$ cat config.mk
export PLATFORM = sky130hd
export DESIGN_NAME = dataWritebackCache
export DESIGN_NICKNAME = d
export VERILOG_FILES = /design/src/cachePkg.sv /design/src/dataWritebackCache.sv /design/src/cacheController.sv /design/src/cacheMemory.sv /design/src/wordCounter.sv
export SDC_FILE = /design/constraint.sdc
export NUM_CORES = 1
export LEC_CHECK = 0
export BUFFER_PORTS_ARGS = -buffer_cell sky130_fd_sc_hd__buf_2
export CORE_UTILIZATION = 43
export CTS_CLUSTER_SIZE = 30
export DETAILED_ROUTE_END_ITERATION = 8
export REMOVE_ABC_BUFFERS = 1
export SLEW_MARGIN = 25
export SYNTH_ARGS = -nofsm -noshare
export SYNTH_HDL_FRONTEND = slang
export SYNTH_SLANG_ARGS = --single-unit
$ cat constraint.sdc
create_clock -name clk -period 13.96 [get_ports clk]
set_clock_uncertainty 0.1 [all_clocks]
set_input_delay 0.698 -clock clk [delete_from_list [all_inputs] [get_ports clk]]
set_output_delay 0.698 -clock clk [all_outputs]
set_load 0.01 [all_outputs]
$ cat src/cachePkg.sv
/* Shared widths and miss-handler states for the write-back data cache
   Byte addresses, 32-bit words, accesses are word aligned */
package cachePkg;

    // Byte address width
    localparam int ADDR_W = 32;

    // CPU and bus word width
    localparam int DATA_W = 32;

    // Miss handler states
    typedef enum logic [2:0] {
        // Serving hits
        IDLE,
        // Write-back word, request high
        WB_REQ,
        // Write-back word, request released
        WB_REL,
        // Fill word, request high
        FILL_REQ,
        // Fill word, request released
        FILL_REL
    } cacheState_t;

endpackage
$ cat src/dataWritebackCache.sv
/* Two-way write-back data cache, write-allocate, LRU replacement
   CPU holds its request while stall is high; lines must be at least 2
   Virtual tag is used as the physical tag, no TLB */
`timescale 1ns/10ps

module dataWritebackCache
    import cachePkg::*;
#(
    parameter int bsize = 4,
    parameter int lines = 2,
    localparam int setBits = $clog2(lines),
    localparam int blockBits = $clog2(bsize),
    localparam int tagBits = 30 - blockBits - setBits
) (
    input  logic              clk,
    input  logic              rst,
    input  logic              enable,
    input  logic              memWrite,
    input  logic              memToReg,
    input  logic              hReady,
    input  logic [DATA_W-1:0] virtA,
    input  logic [DATA_W-1:0] wd,
    input  logic [DATA_W-1:0] hRData,
    input  logic [3:0]        byteMask,
    output logic [DATA_W-1:0] rd,
    output logic [DATA_W-1:0] hAddr,
    output logic [DATA_W-1:0] hWData,
    output logic              stall,
    output logic              hRequest,
    output logic              hWrite
);

    // Address fields of the CPU request
    logic [tagBits-1:0]   cpuTag;
    logic [tagBits-1:0]   victimTag;
    logic [setBits-1:0]   setIdx;
    logic [blockBits-1:0] cpuWord;
    logic [blockBits-1:0] wordOff;
    logic [blockBits-1:0] wordSel;

    // Way data paths
    logic [DATA_W-1:0] w1Rd;
    logic [DATA_W-1:0] w2Rd;
    logic [DATA_W-1:0] victimRd;
    logic [DATA_W-1:0] hitWord;
    logic [DATA_W-1:0] baseWord;
    logic [DATA_W-1:0] wayWData;
    logic [ADDR_W-1:0] fillAddr;
    logic [ADDR_W-1:0] victimAddr;
    logic [3:0]        wdSel;

    // Controller and memory handshake
    logic hit1, hit2, lruWay, victimDirty, lastWord, cpuWordSel;
    logic useVictimAddr, cntClr, cntInc, w1We, w2We;
    logic blockWe, dirtyIn, lruUpdate, fillWay;

    assign cpuTag  = virtA[ADDR_W-1 -: tagBits];
    assign setIdx  = virtA[2+blockBits +: setBits];
    assign cpuWord = virtA[2 +: blockBits];

    // Burst offset while stalled, CPU word otherwise
    assign wordSel    = stall ? wordOff : cpuWord;
    assign cpuWordSel = (wordOff == cpuWord);

    // Refill and write-back addresses share set and offset
    assign fillAddr   = {cpuTag, setIdx, wordOff, 2'b00};
    assign victimAddr = {victimTag, setIdx, wordOff, 2'b00};
    assign hAddr      = useVictimAddr ? victimAddr : fillAddr;

    // Way select for loads and hit merges
    assign hitWord = hit2 ? w2Rd : w1Rd;
    assign rd      = hitWord;
    assign hWData  = victimRd;

    // Fill words come from the bus, hit writes keep the stored bytes
    assign baseWord = stall ? hRData : hitWord;

    // Per-byte merge of the store data
    always_comb begin
        for (int b = 0; b < 4; b++) begin
            // During a fill only the stalled store's word takes wd bytes
            wdSel[b] = byteMask[b] & memWrite & (~stall | cpuWordSel);
            wayWData[8*b +: 8] = wdSel[b] ? wd[8*b +: 8] : baseWord[8*b +: 8];
        end
    end

    cacheController ctrl0 (
        .clk(clk), .rst(rst), .enable(enable), .memWrite(memWrite),
        .memToReg(memToReg), .hit1(hit1), .hit2(hit2), .lruWay(lruWay),
        .victimDirty(victimDirty), .hReady(hReady), .lastWord(lastWord),
        .cpuWordSel(cpuWordSel), .stall(stall), .hRequest(hRequest),
        .hWrite(hWrite), .useVictimAddr(useVictimAddr), .cntClr(cntClr),
        .cntInc(cntInc), .w1We(w1We), .w2We(w2We), .blockWe(blockWe),
        .dirtyIn(dirtyIn), .lruUpdate(lruUpdate), .fillWay(fillWay)
    );

    cacheMemory #(.lines(lines), .bsize(bsize)) mem0 (
        .clk(clk), .rst(rst), .w1We(w1We), .w2We(w2We), .blockWe(blockWe),
        .dirtyIn(dirtyIn), .lruUpdate(lruUpdate), .fillWay(fillWay),
        .set(setIdx), .wordSel(wordSel), .tag(cpuTag), .wdata(wayWData),
        .hit1(hit1), .hit2(hit2), .lruWay(lruWay), .victimDirty(victimDirty),
        .victimTag(victimTag), .w1Rd(w1Rd), .w2Rd(w2Rd), .victimRd(victimRd)
    );

    wordCounter #(.bsize(bsize)) cnt0 (
        .clk(clk), .rst(rst), .cntClr(cntClr), .cntInc(cntInc),
        .wordOff(wordOff), .lastWord(lastWord)
    );

endmodule

$ cat src/cacheController.sv
/* Miss handler: optional write-back burst, then fill burst, one word per
   four-phase handshake; memory must drop hReady after hRequest falls */
`timescale 1ns/10ps

module cacheController
    import cachePkg::*;
(
    input  logic clk,
    input  logic rst,
    input  logic enable,
    input  logic memWrite,
    input  logic memToReg,
    input  logic hit1,
    input  logic hit2,
    input  logic lruWay,
    input  logic victimDirty,
    input  logic hReady,
    input  logic lastWord,
    input  logic cpuWordSel,
    output logic stall,
    output logic hRequest,
    output logic hWrite,
    output logic useVictimAddr,
    output logic cntClr,
    output logic cntInc,
    output logic w1We,
    output logic w2We,
    output logic blockWe,
    output logic dirtyIn,
    output logic lruUpdate,
    output logic fillWay
);

    cacheState_t state;
    cacheState_t nextState;
    logic        victimWay;
    logic        req;
    logic        miss;

    assign req  = enable & (memWrite | memToReg);
    assign miss = req & ~(hit1 | hit2);

    always_ff @(posedge clk) begin
        if (rst) begin
            state <= IDLE;
        end else begin
            state <= nextState;
        end
    end

    // Victim way frozen for the whole miss
    always_ff @(posedge clk) begin
        if (rst) begin
            victimWay <= 1'b0;
        end else if (state == IDLE && miss) begin
            victimWay <= lruWay;
        end
    end

    always_comb begin
        nextState     = state;
        stall         = 1'b1;
        hRequest      = 1'b0;
        hWrite        = 1'b0;
        useVictimAddr = 1'b0;
        cntClr        = 1'b0;
        cntInc        = 1'b0;
        w1We          = 1'b0;
        w2We          = 1'b0;
        blockWe       = 1'b0;
        dirtyIn       = 1'b0;
        lruUpdate     = 1'b0;
        fillWay       = victimWay;
        case (state)
            IDLE: begin
                // Victim not latched yet, follow the LRU bit
                fillWay = lruWay;
                stall   = miss;
                if (req && !miss) begin
                    lruUpdate = 1'b1;
                    if (memWrite) begin
                        w1We    = hit1;
                        w2We    = hit2;
                        dirtyIn = 1'b1;
                    end
                end else if (miss) begin
                    cntClr    = 1'b1;
                    nextState = victimDirty ? WB_REQ : FILL_REQ;
                end
            end
            WB_REQ: begin
                hRequest      = 1'b1;
                hWrite        = 1'b1;
                useVictimAddr = 1'b1;
                if (hReady) begin
                    nextState = WB_REL;
                end
            end
            WB_REL: begin
                useVictimAddr = 1'b1;
                // Wait for ack low before next word
                if (!hReady) begin
                    cntInc    = 1'b1;
                    nextState = lastWord ? FILL_REQ : WB_REQ;
                end
            end
            FILL_REQ: begin
                hRequest = 1'b1;
                if (hReady) begin
                    // Capture bus word into the victim way
                    w1We      = ~victimWay;
                    w2We      = victimWay;
                    blockWe   = lastWord;
                    // Dirty once the store's bytes land, kept at tag install
                    dirtyIn   = memWrite & (cpuWordSel | lastWord);
                    nextState = FILL_REL;
                end
            end
            FILL_REL: begin
                if (!hReady) begin
                    cntInc    = 1'b1;
                    nextState = lastWord ? IDLE : FILL_REQ;
                end
            end
            default: begin
                nextState = IDLE;
            end
        endcase
    end

    // Request held until memory acknowledges
    reqHeld: assert property (@(posedge clk) disable iff (rst)
        $fell(hRequest) |-> $past(hReady));

    // New request only after the previous ack has gone
    reqAfterRelease: assert property (@(posedge clk) disable iff (rst)
        $rose(hRequest) |-> !hReady);

    oneWayWrite: assert property (@(posedge clk) disable iff (rst)
        !(w1We && w2We));

endmodule

$ cat src/cacheMemory.sv
/* Two ways of tag, valid, dirty and data with one LRU bit per set
   Victim tag and data follow fillWay; tag and data arrays have no reset */
`timescale 1ns/10ps

module cacheMemory
    import cachePkg::*;
#(
    parameter int lines = 2,
    parameter int bsize = 4,
    localparam int setBits = $clog2(lines),
    localparam int blockBits = $clog2(bsize),
    localparam int tagBits = 30 - blockBits - setBits
) (
    input  logic                 clk,
    input  logic                 rst,
    input  logic                 w1We,
    input  logic                 w2We,
    input  logic                 blockWe,
    input  logic                 dirtyIn,
    input  logic                 lruUpdate,
    input  logic                 fillWay,
    input  logic [setBits-1:0]   set,
    input  logic [blockBits-1:0] wordSel,
    input  logic [tagBits-1:0]   tag,
    input  logic [DATA_W-1:0]    wdata,
    output logic                 hit1,
    output logic                 hit2,
    output logic                 lruWay,
    output logic                 victimDirty,
    output logic [tagBits-1:0]   victimTag,
    output logic [DATA_W-1:0]    w1Rd,
    output logic [DATA_W-1:0]    w2Rd,
    output logic [DATA_W-1:0]    victimRd
);

    // Index 0 is way 1, index 1 is way 2
    logic [DATA_W-1:0]  dataMem [2][lines][bsize];
    logic [tagBits-1:0] tagMem  [2][lines];
    logic [lines-1:0]   valid   [2];
    logic [lines-1:0]   dirty   [2];
    // Set bit names the way to replace next
    logic [lines-1:0]   lru;
    logic [1:0]         wayWe;
    logic [1:0]         wayHit;

    assign wayWe = {w2We, w1We};

    // Tag compare per way
    always_comb begin
        for (int w = 0; w < 2; w++) begin
            wayHit[w] = valid[w][set] && (tagMem[w][set] == tag);
        end
    end

    assign hit1 = wayHit[0];
    assign hit2 = wayHit[1];
    assign w1Rd = dataMem[0][set][wordSel];
    assign w2Rd = dataMem[1][set][wordSel];

    // Victim view
    assign lruWay      = lru[set];
    assign victimDirty = valid[lruWay][set] & dirty[lruWay][set];
    assign victimTag   = tagMem[fillWay][set];
    assign victimRd    = dataMem[fillWay][set][wordSel];

    always_ff @(posedge clk) begin
        for (int w = 0; w < 2; w++) begin
            if (wayWe[w]) begin
                dataMem[w][set][wordSel] <= wdata;
            end
        end
        // New tag installed with the last fill word
        if (blockWe) begin
            tagMem[fillWay][set] <= tag;
        end
    end

    always_ff @(posedge clk) begin
        if (rst) begin
            for (int w = 0; w < 2; w++) begin
                valid[w] <= '0;
                dirty[w] <= '0;
            end
            lru <= '0;
        end else begin
            for (int w = 0; w < 2; w++) begin
                if (wayWe[w] && dirtyIn) begin
                    dirty[w][set] <= 1'b1;
                end
            end
            if (blockWe) begin
                valid[fillWay][set] <= 1'b1;
                dirty[fillWay][set] <= dirtyIn;
            end
            // Hit in way 1 makes way 2 the next victim
            if (lruUpdate) begin
                lru[set] <= wayHit[0];
            end
        end
    end

    // A block lives in at most one way of its set
    for (genvar s = 0; s < lines; s++) begin : gNoAlias
        noDupTag: assert property (@(posedge clk) disable iff (rst)
            !(valid[0][s] && valid[1][s] && tagMem[0][s] == tagMem[1][s]));
    end

endmodule

$ cat src/wordCounter.sv
/* Word offset within a block for write-back and fill bursts
   bsize must be a power of two, offset wraps to zero after the last word */
`timescale 1ns/10ps

module wordCounter #(
    parameter int bsize = 4,
    localparam int blockBits = $clog2(bsize)
) (
    input  logic                 clk,
    input  logic                 rst,
    input  logic                 cntClr,
    input  logic                 cntInc,
    output logic [blockBits-1:0] wordOff,
    output logic                 lastWord
);

    always_ff @(posedge clk) begin
        if (rst) begin
            wordOff <= '0;
        end else if (cntClr) begin
            // Start of a miss
            wordOff <= '0;
        end else if (cntInc) begin
            // One step per acknowledged word
            wordOff <= wordOff + 1'b1;
        end
    end

    // Terminal word of the burst
    assign lastWord = (wordOff == blockBits'(bsize - 1));

endmodule

Word level (Yosys, flattened, before mapping) --
Memories as Yosys holds them, arrays and structs flattened. Cells that the tools add are included.
Storage, ports and cells: register bits after elaboration 8, bits in writable memories 628, word-level logic and storage cells 184, memories 4, input port bits 106
Memory list:
- mem0.dataMem | depth 2, width 256, read ports 3, clocked after memory_dff 0, write ports 2, line cacheMemory.sv:37 | logic [DATA_W-1:0] dataMem [2][lines][bsize];
- mem0.tagMem | depth 2, width 54, read ports 3, clocked after memory_dff 0, write ports 1, line cacheMemory.sv:38 | logic [tagBits-1:0] tagMem [2][lines];
- mem0.dirty | depth 2, width 2, read ports 1, clocked after memory_dff 0, write ports 3, line cacheMemory.sv:40 | logic [lines-1:0] dirty [2];
- mem0.valid | depth 2, width 2, read ports 3, clocked after memory_dff 0, write ports 2, line cacheMemory.sv:39 | logic [lines-1:0] valid [2];
Operators by class: $lt $le $gt $ge 6, $add $sub $neg 1, equal/unequal tests 14, muxes and demuxes 113, bitwise logic cells 25, reductions and logical operators 17
Operator list (count):
- 128-bit two-way mux | 10
- 256-bit two-way mux | 2
- 32-bit two-way mux | 10
- 27-bit two-way mux | 10
- 32-bit binary-select mux with 2-bit select | 3
- 128-bit demux with 1-bit select | 1
- 32-bit demux with 2-bit select | 1
- 27-bit equality test | 2
- 54-bit two-way mux | 1
- 1-bit two-way mux | 49
- 8-bit two-way mux | 4
- 27-bit demux with 1-bit select | 1
- 2-bit two-way mux | 9
- 3-bit two-way mux | 6
- 3-bit one-hot mux with 5 select lines | 1
- 1-bit bitwise AND | 12
- 2-bit != test, second input constant | 5
- 2-bit OR reduction | 5
- 1-bit logical AND | 9
- 1-bit OR | 8
- 3-bit by 2-bit equality test with 1-bit output, second input constant | 2
- 1-bit one-hot mux with 2 select lines | 3
- 6-bit AND reduction | 1
- 3-bit by 1-bit equality test with 1-bit output, second input constant | 1
- other kinds (18) | 20

Logic depth before layout (Yosys ltp) --
depth in word-level cells 19, depth in mapped cells 17, gate-level depth less buffers 11

Modules after synthesis --
From an unflattened synthesis, not the netlist that was laid out.
Second synthesis, totals: cell total of the unflattened synthesis 1943, area total of the unflattened synthesis 30493.0 sq um
Modules (own cells, without submodules):
- cacheMemory | area each 28120.7 sq um, cells each 1718, sequential area each 18858.1 sq um, instances 1
- dataWritebackCache | area each 1849.3 sq um, cells each 161, sequential area each 0.0 sq um, instances 1
- cacheController | area each 431.7 sq um, cells each 57, sequential area each 80.1 sq um, instances 1
- wordCounter | area each 91.3 sq um, cells each 7, sequential area each 40.0 sq um, instances 1

Worst setup path before layout --
Ideal clock, no wire load.
kind input-to-reg, start in virtA[4], end mem mem0.dataMem[0][224] in the netlist's numbering (enable), data required time 13.399 ns, stages 14, setup slack 7.545 ns, library setup time 0.461 ns, arrival 5.854 ns, cell sequence buf_2 > buf_6 > buf_6 > mux2i_1 > xor2_1 > nand4_1 > or4_1 > o41a_1 > o21ai_2 > buf_4 > mux2_2 > buf_2 > buf_1 > nor3_1
RTL lines:
- start: declaration | line dataWritebackCache.sv:21 | input logic [DATA_W-1:0] virtA,
- end: declaration | line cacheMemory.sv:37

Worst setup path after layout --
start in virtA[4], end out hWData[22]
On the way: cells in the longest elaborated chain, start to end 15, elaborated cells between the ends (all ways) 31, classes of those cells eq/ne: 2; mux: 21; bitwise: 5; reduce/logical: 2; memory: 1
RTL lines:
- 1-bit NOT with 2-bit output (not written as such) | line cacheMemory.sv:51, cacheMemory.sv:64
- 27-bit two-way mux (not written as such) (3 in a row) | line cacheMemory.sv:51 | wayHit[w] = valid[w][set] && (tagMem[w][set] == tag);
- 27-bit equality test | line cacheMemory.sv:51
- 1-bit logical AND | line cacheMemory.sv:51
- 1-bit OR | line cacheController.sv:41 | assign miss = req & ~(hit1 | hit2);
- 1-bit NOT | line cacheController.sv:41
- 1-bit bitwise AND | line cacheController.sv:41
- 1-bit two-way mux | line cacheController.sv:74 | case (state)
- 2-bit two-way mux | line dataWritebackCache.sv:62 | assign wordSel = stall ? wordOff : cpuWord;
- 2-bit NOT with 3-bit output (not written as such) | line cacheMemory.sv:64 | assign victimRd = dataMem[fillWay][set][wordSel];
- 32-bit binary-select mux with 2-bit select * | line cacheMemory.sv:64
- 32-bit two-way mux (not written as such) * (2 in a row) | line cacheMemory.sv:64
- end: declaration | line dataWritebackCache.sv:27 | output logic [DATA_W-1:0] hWData,
Mark *: on every way between the ends. The rest lies on a longest branch, timed or not. The select of a mux whose other input is x is not followed.

==> results.yml <==
layout:
  drive_gt1_frac: 0.206
  nets: 2850
  area_growth_pct: 13.8
  finalInstanceArea_um2: 37100
  fin_util: 0.496
  mostFrequentLayoutCells: "edfxtp_1 (624), nor2_1 (377), mux2i_1 (218), buf_2 (199), nand2_1 (146)"
  final_common_cell: "edfxtp_1"
synth:
  synth_seq_cells: 636
  synth_area_leader_cell: "edfxtp_1"
  yosysWarnings: 0
  synth_cell_type_count: 62
  synthTopCellsByArea: "edfxtp_1 (58%), mux4_2 (8.0%), mux2i_1 (6.7%)"
  synth_top_area_share: 0.575
  syn_area_um2: 32600
  seq_area_frac_synth: 0.583
  synth_edf_count: 624
  async_reset_ff_frac: 0
  syn_area_per_cell_um2: 12.6
  ys.flop_type: "edfxtp_1"
  syn_inst: 2585
min_path:
  min_path_type: "in2reg"
  min_from: "virtA[30]"
  hold_path_end: "mem0.tagMem[0][52]"
  holdPathStages: 1
sta:
  slew_violations: 0
  period_needed_ns: 8.03
  fmax_mhz: 125
  setup_viol: 0
  maxSlewHeadroom: 0.252
  tightest_slew_ns: 1.12
  finalSetupTns_ns: 0
  rsz0062_at_grt: "false"
  finalHoldViolCount: 0
  hold_ws_ns: 0.261
  fin_crit_sh: 0.575
detailed_routing:
  topRoutingLayerUsed: "met5"
  dr.pass1.iters: 6
  via_per_inst: 6.42
  drt-total-wl_um: 107000
  wl_met2_um: 48600
  post_drt_wl_per_cell_um: 28.3
  drc: 0
  antenna_left: 0
  m1WireLength_um: 41800
  vias: 24200
  dr_wl_met3_um: 11300
  drt_iter0_drc: 3332
setup_path:
  worstPathRequired_ns: 13.16
  crit_arrival_ns: 7.23
  critPathSlowestCell: "buf_4"
  regToRegSetupSlack_ns: 7.23
  critPathMaxStageDelay_ns: 0.92
  path_cells: "buf_8 > mux2i_1 > xnor2_1 > nor4_1 > nand3_1 > or4_2 > buf_4 > o21ai_4 > buf_4 > mux2i_4 > buf_4 > nand2_1 > and3_1 > a31oi_1 > buf_2"
  critPathKind: "in2out"
  crit_path_start_kind: "input port"
  endpoint_kind: "output port"
  crit_fanout: 86
  r2r_cells: 13
  crit_top_cell: "buf_4"
  r2r_start: "mem0.tagMem[1][7]"
  reg2reg_to: "mem0.dataMem[0][29]"
power_and_ir_drop:
  finalPower_mw: 5.48
  ir_drop_uv: 93.5
  power.density_nw_per_um2: 148
  leakage_nw: 13.0
cts:
  root_buffer: "clkbuf_16"
  postCtsResizedCells: 0
  cts_tree: "yes"
  clkSlewWorstSetupHoldPaths_ns: 0.06
  h-tree-depth: 3
  cts_hold_buf: 0
  insertion_delay_ns: 0.63
  clock_path_buffers: 3
  clock-sinks: 636
  postCtsSetupBuffers: 0
  cts_buffers: 73
global_route:
  grtUsageTotal: 0.274
  grt_pass1_wl_um: 155000
  antenna_found_initial: 4
  grt_pass1_vias: 24000
  grt_overflow: 0
  grt_max_degree: 142
placement:
  gp_congestion: 0.848
  hpwl_um: 61400
  placed_area_um2: 34800
  portBuffers: 200
die:
  start_util: 0.436
  die_w_um: 277
  core_um2: 74700
  fp.dieArea_um2: 76900
  die_h_um: 277
  pin_count: 205
  num_rows: 100
outcome:
  outcome: "finished clean"
job:
  maxCapViolCount: 0
[registers in the layout, indices dropped and copies added (netlist names)]
signal           cells
mem0.tagMem        108
mem0.dataMem       512
mem0.valid           4
cnt0.wordOff         2
ctrl0.state          3
mem0.lru             2
ctrl0.victimWay      1
mem0.dirty           4
[critical path: cells and delay by family]
family / cells / cell delay (ns)
mux: 2 / 1.20
buf+inv: 5 / 2.61
xor+xnor: 1 / 0.19
compound gates: 2 / 0.74
simple gates: 5 / 1.54
[final cells by class]
type                       count  area, um2
tap                          969       1210
antenna                        1       2.50
timing repair buffer         291       1740
clock buffer                  92       1960
multi-input combinational   1703      12800
clock inverter                39        269
fill                        6427      37600
inverter                      38        148
sequential                   636      19000
[layer usage]
layer,track usage,vias up
li1,-,10400
met1,0.366,12100
met2,0.427,1448
met3,0.0626,321
met4,0.125,2
met5,0,-
[cells in the mapped netlist (3+ instances only)]
| cell type | instances |
|---|---|
| and4_1 | 31 |
| xnor2_1 | 48 |
| buf_4 | 10 |
| buf_1 | 24 |
| o21ai_0 | 134 |
| a2111oi_1 | 31 |
| o31ai_1 | 63 |
| inv_1 | 36 |
| clkbuf_1 | 144 |
| nor4_1 | 17 |
| buf_6 | 4 |
| nor3_1 | 18 |
| nand2_1 | 146 |
| o221ai_1 | 34 |
| a211oi_1 | 8 |
| o22ai_1 | 62 |
| nand2b_1 | 8 |
| and2_1 | 4 |
| a31oi_1 | 34 |
| mux4_2 | 115 |
| mux2_2 | 31 |
| xor2_1 | 13 |
| or4_1 | 5 |
| nor3b_1 | 3 |
| or2_2 | 5 |
| a21oi_1 | 76 |
| dfxtp_1 | 12 |
| nand4_1 | 3 |
| mux2i_1 | 219 |
| nor2b_1 | 4 |
| o211ai_1 | 67 |
| nor2_1 | 388 |
| nand3_1 | 7 |
| or3_1 | 35 |
| and3_1 | 65 |
| buf_2 | 27 |
| edfxtp_1 | 624 |
[report_power, final]
group | internal, mW | switching (mW)
combinational | 0.528 | 0.899
clock | 1.05 | 0.761
sequential | 2.23 | 0.0105
[kinds of logic (layout without fill, tap and decap cells)]
kind of cell / count (synthesis) / after routing / share of synthesized area
muxes: 367 / 367 / 0.158
and+or+nand+nor: 743 / 743 / 0.104
DFF: 636 / 636 / 0.583
AOI/OAI and AO/OA: 529 / 529 / 0.107
buffers and inverters: 247 / 460 / 0.0316
adders and majority gates: 1 / 1 / 0.000384
xor gates and xnor gates: 61 / 61 / 0.0164
other: 1 / 3 / 0.000115
[worst max path at each step]
stage                   startpoint                  to  cells past startpoint  slack (ns)
floorplan           ctrl0.state[1]  mem0.tagMem[0][27]                      6       -2.48
global placement          virtA[4]          hWData[22]                     15        6.23
detailed placement        virtA[4]          hWData[22]                     15        6.14
CTS                       virtA[4]          hWData[22]                     15        6.13
global route              virtA[4]          hWData[22]                     15        5.61
finish                    virtA[4]          hWData[22]                     15        5.93
[metrics by stage]
| step | std cells | setup slack (ns) |
|---|---|---|
| 2_1_floorplan | 2377 | -2.48 |
| 3_3_place_gp | 3635 | 6.23 |
| 3_5_place_dp | 3637 | 6.14 |
| 4_1_cts | 3768 | 6.13 |
| 5_1_grt | 3768 | 5.61 |
| 6_report | 3769 | 5.93 |
No activity file was read; power rests on OpenSTA's default activity.
